--- src/hdl/eth_link_pkg.sv ---
/*
 * ethernet port switch shared types
 * beat structs, status layout and default sizing
 */
package eth_link_pkg;

    // --------------------
    // default sizing
    // --------------------
    localparam int NPORTS_DEF        = 4;
    localparam int FIFO_DEPTH_DEF    = 16;
    // clk20_g at 20 MHz
    localparam int CLK_PER_US_DEF    = 20;
    localparam int BLINK_HALF_MS_DEF = 125;

    // active port index
    typedef logic [1:0] port_sel_t;

    typedef logic [7:0] byte_t;

    // --------------------
    // mac status nibble
    // --------------------
    // bit 0 link, bits 2:1 speed, bit 3 spare
    typedef struct packed {
        logic       spare;
        logic [1:0] speed;
        logic       link_up;
    } mac_status_t;

    localparam logic [1:0] SPEED_1G = 2'b10;

    // --------------------
    // stream beats
    // --------------------
    // mac receiver beat, bad marks a broken frame
    typedef struct packed {
        logic  valid;
        byte_t data;
        logic  last;
        logic  bad;
    } mac_rx_beat_t;

    // mac transmitter beat
    typedef struct packed {
        logic  valid;
        byte_t data;
        logic  sof;
        logic  last;
    } mac_tx_beat_t;

    // link stream beat, both directions
    typedef struct packed {
        logic  valid;
        byte_t data;
        logic  last;
        logic  bad;
    } link_beat_t;

    // fifo payloads, valid is implied by occupancy
    typedef struct packed {
        byte_t data;
        logic  last;
        logic  bad;
    } rx_entry_t;

    typedef struct packed {
        byte_t data;
        logic  last;
    } tx_entry_t;

endpackage
--- src/hdl/eth_link_bridge.sv ---
/*
 * ethernet to serial link bridge
 * port channels, link mux and debug blinker on clk20_g
 */
`timescale 1ns/100ps

module eth_link_bridge #(
    parameter int nports        = eth_link_pkg::NPORTS_DEF,
    parameter int fifo_depth    = eth_link_pkg::FIFO_DEPTH_DEF,
    parameter int clk_per_us    = eth_link_pkg::CLK_PER_US_DEF,
    parameter int blink_half_ms = eth_link_pkg::BLINK_HALF_MS_DEF
) (
    input  logic                       clk20_g,
    input  logic                       arst_n_i,
    // control levels
    input  eth_link_pkg::port_sel_t    sel_eth_ch_i,
    input  logic                       sel_link_i,
    input  logic                       link_tx_lock_i,
    input  logic                       link_rst_i,
    // mac side
    input  eth_link_pkg::mac_status_t  mac_status_i [nports],
    input  eth_link_pkg::mac_rx_beat_t mac_rx_i [nports],
    // link side
    input  logic                       link_tx_ready_i,
    input  eth_link_pkg::link_beat_t   link_rx_i,
    output eth_link_pkg::link_beat_t   link_tx_o,
    // mac transmit and status
    output eth_link_pkg::mac_tx_beat_t mac_tx_o [nports],
    output logic [nports-1:0]          rx_overflow_o,
    output logic                       led_o
);

    // per port heads, pops and pushes between channels and mux
    eth_link_pkg::link_beat_t rx_heads [nports];
    logic [nports-1:0]        rx_pops;
    eth_link_pkg::link_beat_t tx_pushes [nports];

    // --------------------
    // port channels
    // --------------------
    for (genvar p = 0; p < nports; p++) begin : g_port
        eth_port_channel #(
            .port_idx   (p),
            .fifo_depth (fifo_depth)
        ) port_inst (
            .clk20_g        (clk20_g),
            .arst_n_i       (arst_n_i),
            .sel_eth_ch_i   (sel_eth_ch_i),
            .sel_link_i     (sel_link_i),
            .link_tx_lock_i (link_tx_lock_i),
            .mac_status_i   (mac_status_i[p]),
            .mac_rx_i       (mac_rx_i[p]),
            .rx_head_o      (rx_heads[p]),
            .rx_pop_i       (rx_pops[p]),
            .tx_push_i      (tx_pushes[p]),
            .mac_tx_o       (mac_tx_o[p]),
            .overflow_o     (rx_overflow_o[p])
        );
    end

    // --------------------
    // link mux
    // --------------------
    link_port_mux #(
        .nports (nports)
    ) mux_inst (
        .sel_eth_ch_i    (sel_eth_ch_i),
        .rx_heads_i      (rx_heads),
        .rx_pops_o       (rx_pops),
        .link_tx_ready_i (link_tx_ready_i),
        .link_tx_o       (link_tx_o),
        .link_rx_i       (link_rx_i),
        .tx_pushes_o     (tx_pushes)
    );

    // --------------------
    // debug led
    // --------------------
    blink_timer #(
        .clk_per_us    (clk_per_us),
        .blink_half_ms (blink_half_ms)
    ) blink_inst (
        .clk20_g    (clk20_g),
        .arst_n_i   (arst_n_i),
        .link_rst_i (link_rst_i),
        .led_o      (led_o)
    );

endmodule

--- src/hdl/blink_timer.sv ---
/*
 * debug led blinker
 * microsecond and millisecond tick chain, toggles every blink_half_ms
 */
`timescale 1ns/100ps

module blink_timer #(
    parameter int clk_per_us    = eth_link_pkg::CLK_PER_US_DEF,
    parameter int blink_half_ms = eth_link_pkg::BLINK_HALF_MS_DEF
) (
    input  logic clk20_g,
    input  logic arst_n_i,
    input  logic link_rst_i,
    output logic led_o
);

    localparam int US_W   = $clog2(clk_per_us + 1);
    localparam int MS_W   = $clog2(1000 + 1);
    localparam int HALF_W = $clog2(blink_half_ms + 1);

    logic [US_W-1:0]   us_cnt_q;
    logic [MS_W-1:0]   ms_cnt_q;
    logic [HALF_W-1:0] half_cnt_q;
    logic              us_tick;
    logic              ms_tick;
    logic              half_tick;
    logic              blink_q;

    // tick on the last count of each stage
    assign us_tick   = (us_cnt_q == US_W'(clk_per_us - 1));
    assign ms_tick   = us_tick && (ms_cnt_q == MS_W'(999));
    assign half_tick = ms_tick && (half_cnt_q == HALF_W'(blink_half_ms - 1));

    // --------------------
    // tick chain
    // --------------------
    always_ff @(posedge clk20_g or negedge arst_n_i) begin
        if (!arst_n_i) begin
            us_cnt_q   <= '0;
            ms_cnt_q   <= '0;
            half_cnt_q <= '0;
            blink_q    <= 1'b0;
        end else begin
            // clocks per microsecond
            if (us_tick) begin
                us_cnt_q <= '0;
            end else begin
                us_cnt_q <= us_cnt_q + 1'b1;
            end
            // microseconds per millisecond
            if (ms_tick) begin
                ms_cnt_q <= '0;
            end else if (us_tick) begin
                ms_cnt_q <= ms_cnt_q + 1'b1;
            end
            // milliseconds per half period
            if (half_tick) begin
                half_cnt_q <= '0;
                blink_q    <= !blink_q;
            end else if (ms_tick) begin
                half_cnt_q <= half_cnt_q + 1'b1;
            end
        end
    end

    // dark while the link is held in reset
    assign led_o = blink_q && !link_rst_i;

endmodule

--- src/hdl/link_port_mux.sv ---
/*
 * link stream port mux
 * selected rx head goes to the link, link rx beats go to the selected port
 */
`timescale 1ns/100ps

module link_port_mux #(
    parameter int nports = eth_link_pkg::NPORTS_DEF
) (
    input  eth_link_pkg::port_sel_t  sel_eth_ch_i,
    input  eth_link_pkg::link_beat_t rx_heads_i [nports],
    output logic [nports-1:0]        rx_pops_o,
    input  logic                     link_tx_ready_i,
    output eth_link_pkg::link_beat_t link_tx_o,
    input  eth_link_pkg::link_beat_t link_rx_i,
    output eth_link_pkg::link_beat_t tx_pushes_o [nports]
);

    // --------------------
    // port to link
    // --------------------
    // idle beat when the index has no port
    always_comb begin
        link_tx_o = '0;
        rx_pops_o = '0;
        for (int i = 0; i < nports; i++) begin
            if (sel_eth_ch_i == eth_link_pkg::port_sel_t'(i)) begin
                link_tx_o    = rx_heads_i[i];
                // pop on transfer only
                rx_pops_o[i] = rx_heads_i[i].valid && link_tx_ready_i;
            end
        end
    end

    // --------------------
    // link to port
    // --------------------
    // other ports see idle beats
    always_comb begin
        for (int i = 0; i < nports; i++) begin
            if (sel_eth_ch_i == eth_link_pkg::port_sel_t'(i)) begin
                tx_pushes_o[i] = link_rx_i;
            end else begin
                tx_pushes_o[i] = '0;
            end
        end
    end

endmodule

--- src/hdl/eth_port_channel.sv ---
/*
 * one ethernet port of the switch
 * enable and status qualification, rx and tx frame fifos, mac tx sof
 */
`timescale 1ns/100ps

module eth_port_channel #(
    parameter int port_idx   = 0,
    parameter int fifo_depth = eth_link_pkg::FIFO_DEPTH_DEF
) (
    input  logic                       clk20_g,
    input  logic                       arst_n_i,
    input  eth_link_pkg::port_sel_t    sel_eth_ch_i,
    input  logic                       sel_link_i,
    input  logic                       link_tx_lock_i,
    input  eth_link_pkg::mac_status_t  mac_status_i,
    input  eth_link_pkg::mac_rx_beat_t mac_rx_i,
    output eth_link_pkg::link_beat_t   rx_head_o,
    input  logic                       rx_pop_i,
    input  eth_link_pkg::link_beat_t   tx_push_i,
    output eth_link_pkg::mac_tx_beat_t mac_tx_o,
    output logic                       overflow_o
);

    logic                    port_en;
    logic                    link_ok;
    logic                    flush;
    logic                    rx_in_valid_q;
    eth_link_pkg::rx_entry_t rx_in_q;
    eth_link_pkg::rx_entry_t rx_head;
    logic                    rx_empty;
    eth_link_pkg::tx_entry_t tx_wr_entry;
    eth_link_pkg::tx_entry_t tx_head;
    logic                    tx_empty;
    logic                    tx_pop;
    logic                    sof_next_q;
    logic                    tx_out_valid_q;
    logic                    tx_out_sof_q;
    eth_link_pkg::tx_entry_t tx_out_q;

    // --------------------
    // enable and status
    // --------------------
    // selected, link chosen and transceiver locked
    assign port_en = sel_link_i && link_tx_lock_i &&
                     (sel_eth_ch_i == eth_link_pkg::port_sel_t'(port_idx));
    // receive only at link up 1G
    assign link_ok = mac_status_i.link_up && (mac_status_i.speed == eth_link_pkg::SPEED_1G);
    // idle port holds both fifos empty
    assign flush   = !port_en;

    // --------------------
    // mac rx toward link
    // --------------------
    // input stage, one cycle before the fifo write
    always_ff @(posedge clk20_g or negedge arst_n_i) begin
        if (!arst_n_i) begin
            rx_in_valid_q <= 1'b0;
        end else begin
            rx_in_valid_q <= mac_rx_i.valid && port_en && link_ok;
        end
    end

    always_ff @(posedge clk20_g) begin
        rx_in_q.data <= mac_rx_i.data;
        rx_in_q.last <= mac_rx_i.last;
        rx_in_q.bad  <= mac_rx_i.bad;
    end

    frame_fifo #(
        .entry_t (eth_link_pkg::rx_entry_t),
        .depth   (fifo_depth)
    ) rx_fifo_inst (
        .clk20_g    (clk20_g),
        .arst_n_i   (arst_n_i),
        .flush_i    (flush),
        .wr_i       (rx_in_valid_q),
        .wr_data_i  (rx_in_q),
        .rd_i       (rx_pop_i),
        .rd_data_o  (rx_head),
        .empty_o    (rx_empty),
        .overflow_o (overflow_o)
    );

    // fifo head as a link beat
    always_comb begin
        rx_head_o.valid = !rx_empty && port_en;
        rx_head_o.data  = rx_head.data;
        rx_head_o.last  = rx_head.last;
        rx_head_o.bad   = rx_head.bad;
    end

    // --------------------
    // link rx toward mac
    // --------------------
    assign tx_wr_entry.data = tx_push_i.data;
    assign tx_wr_entry.last = tx_push_i.last;

    frame_fifo #(
        .entry_t (eth_link_pkg::tx_entry_t),
        .depth   (fifo_depth)
    ) tx_fifo_inst (
        .clk20_g    (clk20_g),
        .arst_n_i   (arst_n_i),
        .flush_i    (flush),
        .wr_i       (tx_push_i.valid),
        .wr_data_i  (tx_wr_entry),
        .rd_i       (tx_pop),
        .rd_data_o  (tx_head),
        .empty_o    (tx_empty),
        .overflow_o ()
    );

    // mac side never stalls
    assign tx_pop = !tx_empty && port_en;

    // sof armed after reset, flush or a last beat
    always_ff @(posedge clk20_g or negedge arst_n_i) begin
        if (!arst_n_i) begin
            sof_next_q     <= 1'b1;
            tx_out_valid_q <= 1'b0;
        end else if (flush) begin
            sof_next_q     <= 1'b1;
            tx_out_valid_q <= 1'b0;
        end else begin
            tx_out_valid_q <= tx_pop;
            if (tx_pop) begin
                sof_next_q <= tx_head.last;
            end
        end
    end

    // output beat register
    always_ff @(posedge clk20_g) begin
        if (tx_pop) begin
            tx_out_q     <= tx_head;
            tx_out_sof_q <= sof_next_q;
        end
    end

    always_comb begin
        mac_tx_o.valid = tx_out_valid_q;
        mac_tx_o.data  = tx_out_q.data;
        mac_tx_o.sof   = tx_out_sof_q;
        mac_tx_o.last  = tx_out_q.last;
    end

endmodule

--- src/hdl/frame_fifo.sv ---
/*
 * frame fifo, circular buffer with flush
 * drops writes while full and latches a sticky overflow flag
 */
`timescale 1ns/100ps

module frame_fifo #(
    parameter type entry_t = logic [7:0],
    parameter int  depth   = 16
) (
    input  logic   clk20_g,
    input  logic   arst_n_i,
    input  logic   flush_i,
    input  logic   wr_i,
    input  entry_t wr_data_i,
    input  logic   rd_i,
    output entry_t rd_data_o,
    output logic   empty_o,
    output logic   overflow_o
);

    localparam int PTR_W = (depth > 1) ? $clog2(depth) : 1;
    localparam int CNT_W = $clog2(depth + 1);

    entry_t           mem [depth];
    logic [PTR_W-1:0] wr_ptr_q;
    logic [PTR_W-1:0] rd_ptr_q;
    logic [CNT_W-1:0] count_q;
    logic             full;
    logic             do_rd;
    logic             do_wr;
    logic             overflow_q;

    // pointer step with wrap for any depth
    function automatic logic [PTR_W-1:0] ptr_next(input logic [PTR_W-1:0] ptr);
        logic [PTR_W-1:0] nxt;
        if (ptr == PTR_W'(depth - 1)) begin
            nxt = '0;
        end else begin
            nxt = ptr + 1'b1;
        end
        return nxt;
    endfunction

    assign empty_o = (count_q == '0);
    assign full    = (count_q == CNT_W'(depth));

    // flush wins over both ports
    assign do_rd = rd_i && !empty_o && !flush_i;
    // a read in the same cycle frees a slot
    assign do_wr = wr_i && !flush_i && (!full || do_rd);

    // --------------------
    // pointers and count
    // --------------------
    always_ff @(posedge clk20_g or negedge arst_n_i) begin
        if (!arst_n_i) begin
            wr_ptr_q <= '0;
            rd_ptr_q <= '0;
            count_q  <= '0;
        end else if (flush_i) begin
            wr_ptr_q <= '0;
            rd_ptr_q <= '0;
            count_q  <= '0;
        end else begin
            if (do_wr) begin
                wr_ptr_q <= ptr_next(wr_ptr_q);
            end
            if (do_rd) begin
                rd_ptr_q <= ptr_next(rd_ptr_q);
            end
            case ({do_wr, do_rd})
                2'b10:   count_q <= count_q + 1'b1;
                2'b01:   count_q <= count_q - 1'b1;
                default: count_q <= count_q;
            endcase
        end
    end

    // sticky until flush
    always_ff @(posedge clk20_g or negedge arst_n_i) begin
        if (!arst_n_i) begin
            overflow_q <= 1'b0;
        end else if (flush_i) begin
            overflow_q <= 1'b0;
        end else if (wr_i && full && !do_rd) begin
            overflow_q <= 1'b1;
        end
    end

    always_ff @(posedge clk20_g) begin
        if (do_wr) begin
            mem[wr_ptr_q] <= wr_data_i;
        end
    end

    // head is visible right after the write edge
    assign rd_data_o  = mem[rd_ptr_q];
    assign overflow_o = overflow_q;

endmodule

--- config.mk ---
export PLATFORM = sky130hd
export DESIGN_NAME = eth_link_bridge
export DESIGN_NICKNAME = d
export VERILOG_FILES = /design/src/hdl/eth_link_pkg.sv /design/src/hdl/eth_link_bridge.sv /design/src/hdl/blink_timer.sv /design/src/hdl/link_port_mux.sv /design/src/hdl/eth_port_channel.sv /design/src/hdl/frame_fifo.sv
export SDC_FILE = /design/constraint.sdc
export NUM_CORES = 2
export LEC_CHECK = 0
export BUFFER_PORTS_ARGS = -buffer_cell sky130_fd_sc_hd__buf_2
export CAP_MARGIN = 20
export CORE_MARGIN = 1.5
export CORE_UTILIZATION = 28
export CTS_CLUSTER_DIAMETER = 50
export DETAILED_ROUTE_END_ITERATION = 10
export SKIP_CTS_REPAIR_TIMING = 1
export SLEW_MARGIN = 10
export SYNTH_ARGS = -nofsm -noshare
export SYNTH_HDL_FRONTEND = slang
export SYNTH_HIERARCHICAL = 1
export SYNTH_SLANG_ARGS = --single-unit
--- constraint.sdc ---
create_clock -name clk20_g -period 9 [get_ports clk20_g]
set_input_delay 1.35 -clock clk20_g [delete_from_list [all_inputs] [get_ports clk20_g]]
set_output_delay 1.35 -clock clk20_g [all_outputs]
set_load 0.05 [all_outputs]
After elaboration in Yosys (flattened, before gate mapping)
Memories as Yosys holds them, arrays and structs flattened.
Cells that the tools add are included.
- input port bits: 79
- memories: 8
- bits in registers: 223
- output and inout port bits: 60
- bits in writable memories: 1216
- logic and storage cells: 423
- memory list (memory ; words ; bits a word ; read ports ; clocked after memory_dff ; wr ports ; line ; source):
    g_port[0].port_inst.rx_fifo_inst.mem ; 16 ; 10 ; 1 ; 0 ; 1 ; frame_fifo.sv:25 ; entry_t mem [depth];
    g_port[1].port_inst.rx_fifo_inst.mem ; 16 ; 10 ; 1 ; 0 ; 1 ; frame_fifo.sv:25 ;
    g_port[2].port_inst.rx_fifo_inst.mem ; 16 ; 10 ; 1 ; 0 ; 1 ; frame_fifo.sv:25 ;
    g_port[3].port_inst.rx_fifo_inst.mem ; 16 ; 10 ; 1 ; 0 ; 1 ; frame_fifo.sv:25 ;
    g_port[0].port_inst.tx_fifo_inst.mem ; 16 ; 9 ; 1 ; 0 ; 1 ; frame_fifo.sv:25 ;
    g_port[1].port_inst.tx_fifo_inst.mem ; 16 ; 9 ; 1 ; 0 ; 1 ; frame_fifo.sv:25 ;
    +2 memories ; -- ; -- ; -- ; -- ; -- ; -- ;
- multiplexer cells: 117
- reduce and logical (&&, ||, !) cells: 113
- add/subtract/negate cells: 35
- equality and inequality tests: 82
- operators with widths (kind ; number):
    $mux W4 ; 48
    $mux W11 ; 8
    $pmux W5 S2 ; 8
    $logic_and A1 B1 Y1 ; 72
    $add A4 B1 Y4 const B ; 16
    $eq A4 B4 Y1 const B ; 16
    $ne A2 B2 Y1 const B ; 24
    $add A5 B1 Y5 const B ; 9
    $eq A5 B5 Y1 const B ; 9
    $mux W5 ; 9
    $logic_not A5 Y1 ; 8
    $mux W1 ; 40
    $sub A5 B1 Y5 const B ; 8
    $eq A2 B2 Y1 const B ; 14
    $ne A3 B3 Y1 const B ; 8
    $logic_not A1 Y1 ; 22
    $mux W10 ; 2
    $eq A2 B1 Y1 const B ; 9
    $mux W7 ; 2
    $add A10 B1 Y10 const B ; 1
    $eq A10 B10 Y1 const B ; 1
    $logic_or A1 B1 Y1 ; 8
    $add A7 B1 Y7 const B ; 1
    $eq A7 B7 Y1 const B ; 1
    other kinds (2) ; 3

Longest topological paths before layout
- depth after elaboration: 12
- depth in mapped cells: 14
- gate-level depth less buffers: 13

By module
The synthesis kept the hierarchy.
- modules (own cells, without submodules) (module ; sequential area each (sq um) ; cells an instance ; instances ; area each (sq um)):
    frame_fifo (g_port[1].port_inst.tx_fifo_inst ...) ; 4674.5 ; 385 ; 3 ; 6558.8
    frame_fifo (g_port[2].port_inst.rx_fifo_inst) ; 5154.9 ; 415 ; 1 ; 7179.4
    frame_fifo (g_port[0].port_inst.rx_fifo_inst) ; 5154.9 ; 425 ; 1 ; 7145.6
    frame_fifo (g_port[1].port_inst.rx_fifo_inst) ; 5154.9 ; 416 ; 1 ; 7134.3
    frame_fifo (g_port[3].port_inst.rx_fifo_inst) ; 5154.9 ; 410 ; 1 ; 7128.1
    frame_fifo (g_port[0].port_inst.tx_fifo_inst) ; 4674.5 ; 388 ; 1 ; 6532.5
    eth_port_channel (g_port[1].port_inst ...) ; 576.8 ; 32 ; 2 ; 650.6
    blink_timer ; 575.6 ; 110 ; 1 ; 1132.3
    link_port_mux ; 0.0 ; 72 ; 1 ; 720.7
    eth_port_channel (g_port[0].port_inst) ; 576.8 ; 32 ; 1 ; 654.4
    eth_port_channel (g_port[3].port_inst) ; 576.8 ; 32 ; 1 ; 648.1

Worst setup path after synthesis
Ideal clock, no wire load.
- kind: in2reg
- from: input port sel_eth_ch_i[0]
- to: register g_port[0].port_inst.rx_fifo_inst.count_q[4]
- required time: 8918 ps
- library setup time: 82 ps
- path slack: 4816 ps
- buffers on the path: 0
- stages on the path: 11
- arrival: 4102 ps
- cell sequence: nand4bb_4 -> nor2_1 -> nor4bb_1 -> o21ai_0 -> or3_1 -> fa_1 -> nand2b_1 -> a21oi_1 -> mux2i_1 -> nand2_1 -> a31oi_1
- RTL lines (element ; line ; source):
    start, declared ; eth_link_bridge.sv:16 ; input eth_link_pkg::port_sel_t sel_eth_ch_i,
    end signal, assigned ; frame_fifo.sv:73 ; 2'b10: count_q <= count_q + 1'b1;
    end signal, assigned ; frame_fifo.sv:74 ; 2'b01: count_q <= count_q - 1'b1;
    end signal, assigned ; frame_fifo.sv:75 ; default: count_q <= count_q;
    end, declared ; frame_fifo.sv:28 ; logic [CNT_W-1:0] count_q;

==> impl_metrics.env <==
export IMPL_status="finished clean"
export IMPL_h_tree_depth=4
export IMPL_grt_usage_pct=11.76
export IMPL_grt_util_met2_pct=18.90
export IMPL_cts_root_buffer="clkbuf_16"
export IMPL_cp_slowest_cell="buf_2"
export IMPL_final_cell_mix="edfxtp_1 (1256), mux2i_1 (316), nor2_1 (176), mux4_2 (160), clkbuf_16 (158)"
export IMPL_use_met1_pct=16.08
export IMPL_crit_fanout=41
export IMPL_drv_cap=0
export IMPL_regArea_um2=42130
export IMPL_finalCritPeriodShare_pct=62.83
export IMPL_instances_no_fill=6597
export IMPL_crit_family="buffers and inverters"
export IMPL_end_kind="primary output"
export IMPL_hold_path_class="reg -> reg"
export IMPL_maxSlewViolCount=0
export IMPL_postLayoutCellArea_um2=68370
export IMPL_finalSetupViolations=0
export IMPL_syn_area_um2=59080
export IMPL_fp_row_count=168
export IMPL_tightestPinTransition_ns=1.110
export IMPL_num_fill_cells=20120
export IMPL_drive_gt1_share_pct=18.62
export IMPL_viasPerCell=4.734
export IMPL_worstPathArrival_ns=4.31
export IMPL_final_util_pct=32.63
export IMPL_wirelength_um=128600
export IMPL_yosys_warnings=6
export IMPL_postPlaceCellArea_um2=62940
export IMPL_grt_use_met3_pct=2.030
export IMPL_cpPeakStageDelay_ns=0.60
export IMPL_fin_tns_setup_ns=0
export IMPL_r2r_cells=11
export IMPL_antenna_found_initial=7
export IMPL_hold_ws_ns=0.4596
export IMPL_path_clk_slew_ns=0.05
export IMPL_final_setup_skew_ns=0.03874
export IMPL_clk_latency_ns=0.77
export IMPL_dieArea_um2=213800
export IMPL_p_leak_nw=21.31
export IMPL_cp_num_cells=7
export IMPL_num_nets_final=3820
export IMPL_drtIter0Drc=2446
export IMPL_dp_cells=6299
export IMPL_numCtsBuffers=157
export IMPL_avgSynthCellArea_um2=16.87
export IMPL_r2r_end="g_port[2].port_inst/tx_fifo_inst/count_q[4]$_DFFE_PN0P_"
export IMPL_cts_buffer_depth=3
export IMPL_multi_input_area_um2=15920
export IMPL_grt_pass1_vias=31210
export IMPL_grt_busiest_layer="met2"
export IMPL_p_per_area_nw_per_um2=203.3
export IMPL_fp_dieH_um=462.4
export IMPL_cts_tree="done"
export IMPL_rsz0062_at_grt="no"
export IMPL_drc=0
export IMPL_min_period_ns=5.655
export IMPL_ant_nets=0
export IMPL_first_pass_iters=5
export IMPL_boundaryPins=139
export IMPL_core_um2=209600
export IMPL_final_common_cell="edfxtp_1"
export IMPL_r2r_slack_ns=5.07
export IMPL_syn_num_nets=3658
export IMPL_syn_to_final_growth_pct=15.73
export IMPL_hold_depth=1
export IMPL_required_ns=7.65
export IMPL_netlist_instances=3503
export IMPL_worstReg2RegStart="g_port[2].port_inst/tx_fifo_inst/count_q[0]$_DFFE_PN0P_"
export IMPL_vias=31230
export IMPL_worstHoldStart="blink_inst/us_cnt_q[0]$_DFF_PN0_"
export IMPL_grt_first_pass_wirelength_um=195200
export IMPL_start_kind="primary input"
export IMPL_chipWidth_um=462.4
export IMPL_numPortBuffers=133
export IMPL_relSlewSlack_pct=25.95
export IMPL_crit_path_cell_trace="buf_2, buf_4, nand4b_4, buf_4, nor2_1, mux4_1, buf_2"
export IMPL_critPathBufInv=4
export IMPL_hpwl_um=82480
export IMPL_critical_path_class="in -> out"
export IMPL_peakVddDrop_mv=0.1772
export IMPL_routedWlPerCell_um=19.50
export IMPL_clock_fmax_mhz=176.8
export IMPL_start_util_pct=28.19
export IMPL_grt_overflow=0
export IMPL_whs_endpoint="blink_inst/us_cnt_q[0]$_DFF_PN0_"
export IMPL_hold_violations=0
export IMPL_grt_max_degree=84
export IMPL_gp_congestion=0.7896
export IMPL_clkSinkCount=1439
-- flip-flops by register name, summed over array words and instances (netlist names), 20 cells and up --
| register | flops |
|---|---|
| g_port.port_inst/mac_tx_o | 36 |
| g_port.port_inst/rx_fifo_inst/count_q | 20 |
| g_port.port_inst/rx_fifo_inst/mem | 640 |
| g_port.port_inst/rx_in_q | 40 |
| g_port.port_inst/tx_fifo_inst/count_q | 20 |
| g_port.port_inst/tx_fifo_inst/mem | 576 |
-- metal layers --
metal  part of all wire (%)  wire (um)
met5                  0.010         13
met4                    2.6       3389
met3                    5.0       6381
met2                     47      60900
met1                     45      57920
-- worst register-to-register path: stages (launching register included) --
cell,delay (ns)
dfrtp_1,0.42
or4_1,0.36
nor2_1,0.16
nor2_2,0.87
o21ai_2,0.24
or3_1,0.43
fa_1,0.41
nand2b_1,0.16
a21oi_1,0.31
mux2i_1,0.22
nand2_1,0.07
a31oi_1,0.18
-- report_power, final --
part / internal [mW] / switching (mW) / total (mW) / leakage, nW
sequential: 7.25 / 0.0444 / 7.30 / 13.1
combinational: 0.0345 / 0.110 / 0.144 / 5.71
clock: 3.75 / 2.71 / 6.46 / 2.54
-- metrics by stage --
step                setup slack [ns]  power, mW
floorplan                      4.816      7.482
global placement               3.105      7.577
detailed placement             2.964      7.585
CTS                            3.227      14.07
global route                   3.140      14.35
finish                         3.345      13.90
-- worst max path at each step --
stage | start | end | slack, ns
floorplan | sel_eth_ch_i[0] | g_port[0].port_inst/rx_fifo_inst/count_q[4]$_DFFE_PN0P_ | 4.82
global placement | sel_eth_ch_i[1] | g_port[2].port_inst/tx_fifo_inst/count_q[4]$_DFFE_PN0P_ | 3.11
detailed placement | sel_eth_ch_i[1] | g_port[2].port_inst/tx_fifo_inst/count_q[4]$_DFFE_PN0P_ | 2.96
CTS | sel_eth_ch_i[0] | link_tx_o[10] | 3.23
global route | sel_eth_ch_i[0] | link_tx_o[10] | 3.14
finish | sel_eth_ch_i[0] | link_tx_o[10] | 3.34
-- area by class of cell --
class / count / area share (%)
Tap cell: 2805 / 5.133
Inverter: 76 / 0.4172
Clock buffer: 205 / 6.304
Multi-Input combinational cell: 1790 / 23.29
Timing Repair Buffer: 201 / 1.839
Antenna cell: 1 / 0.003660
Clock inverter: 80 / 1.394
Sequential cell: 1439 / 61.62
(Power assumes the default switching activity.)
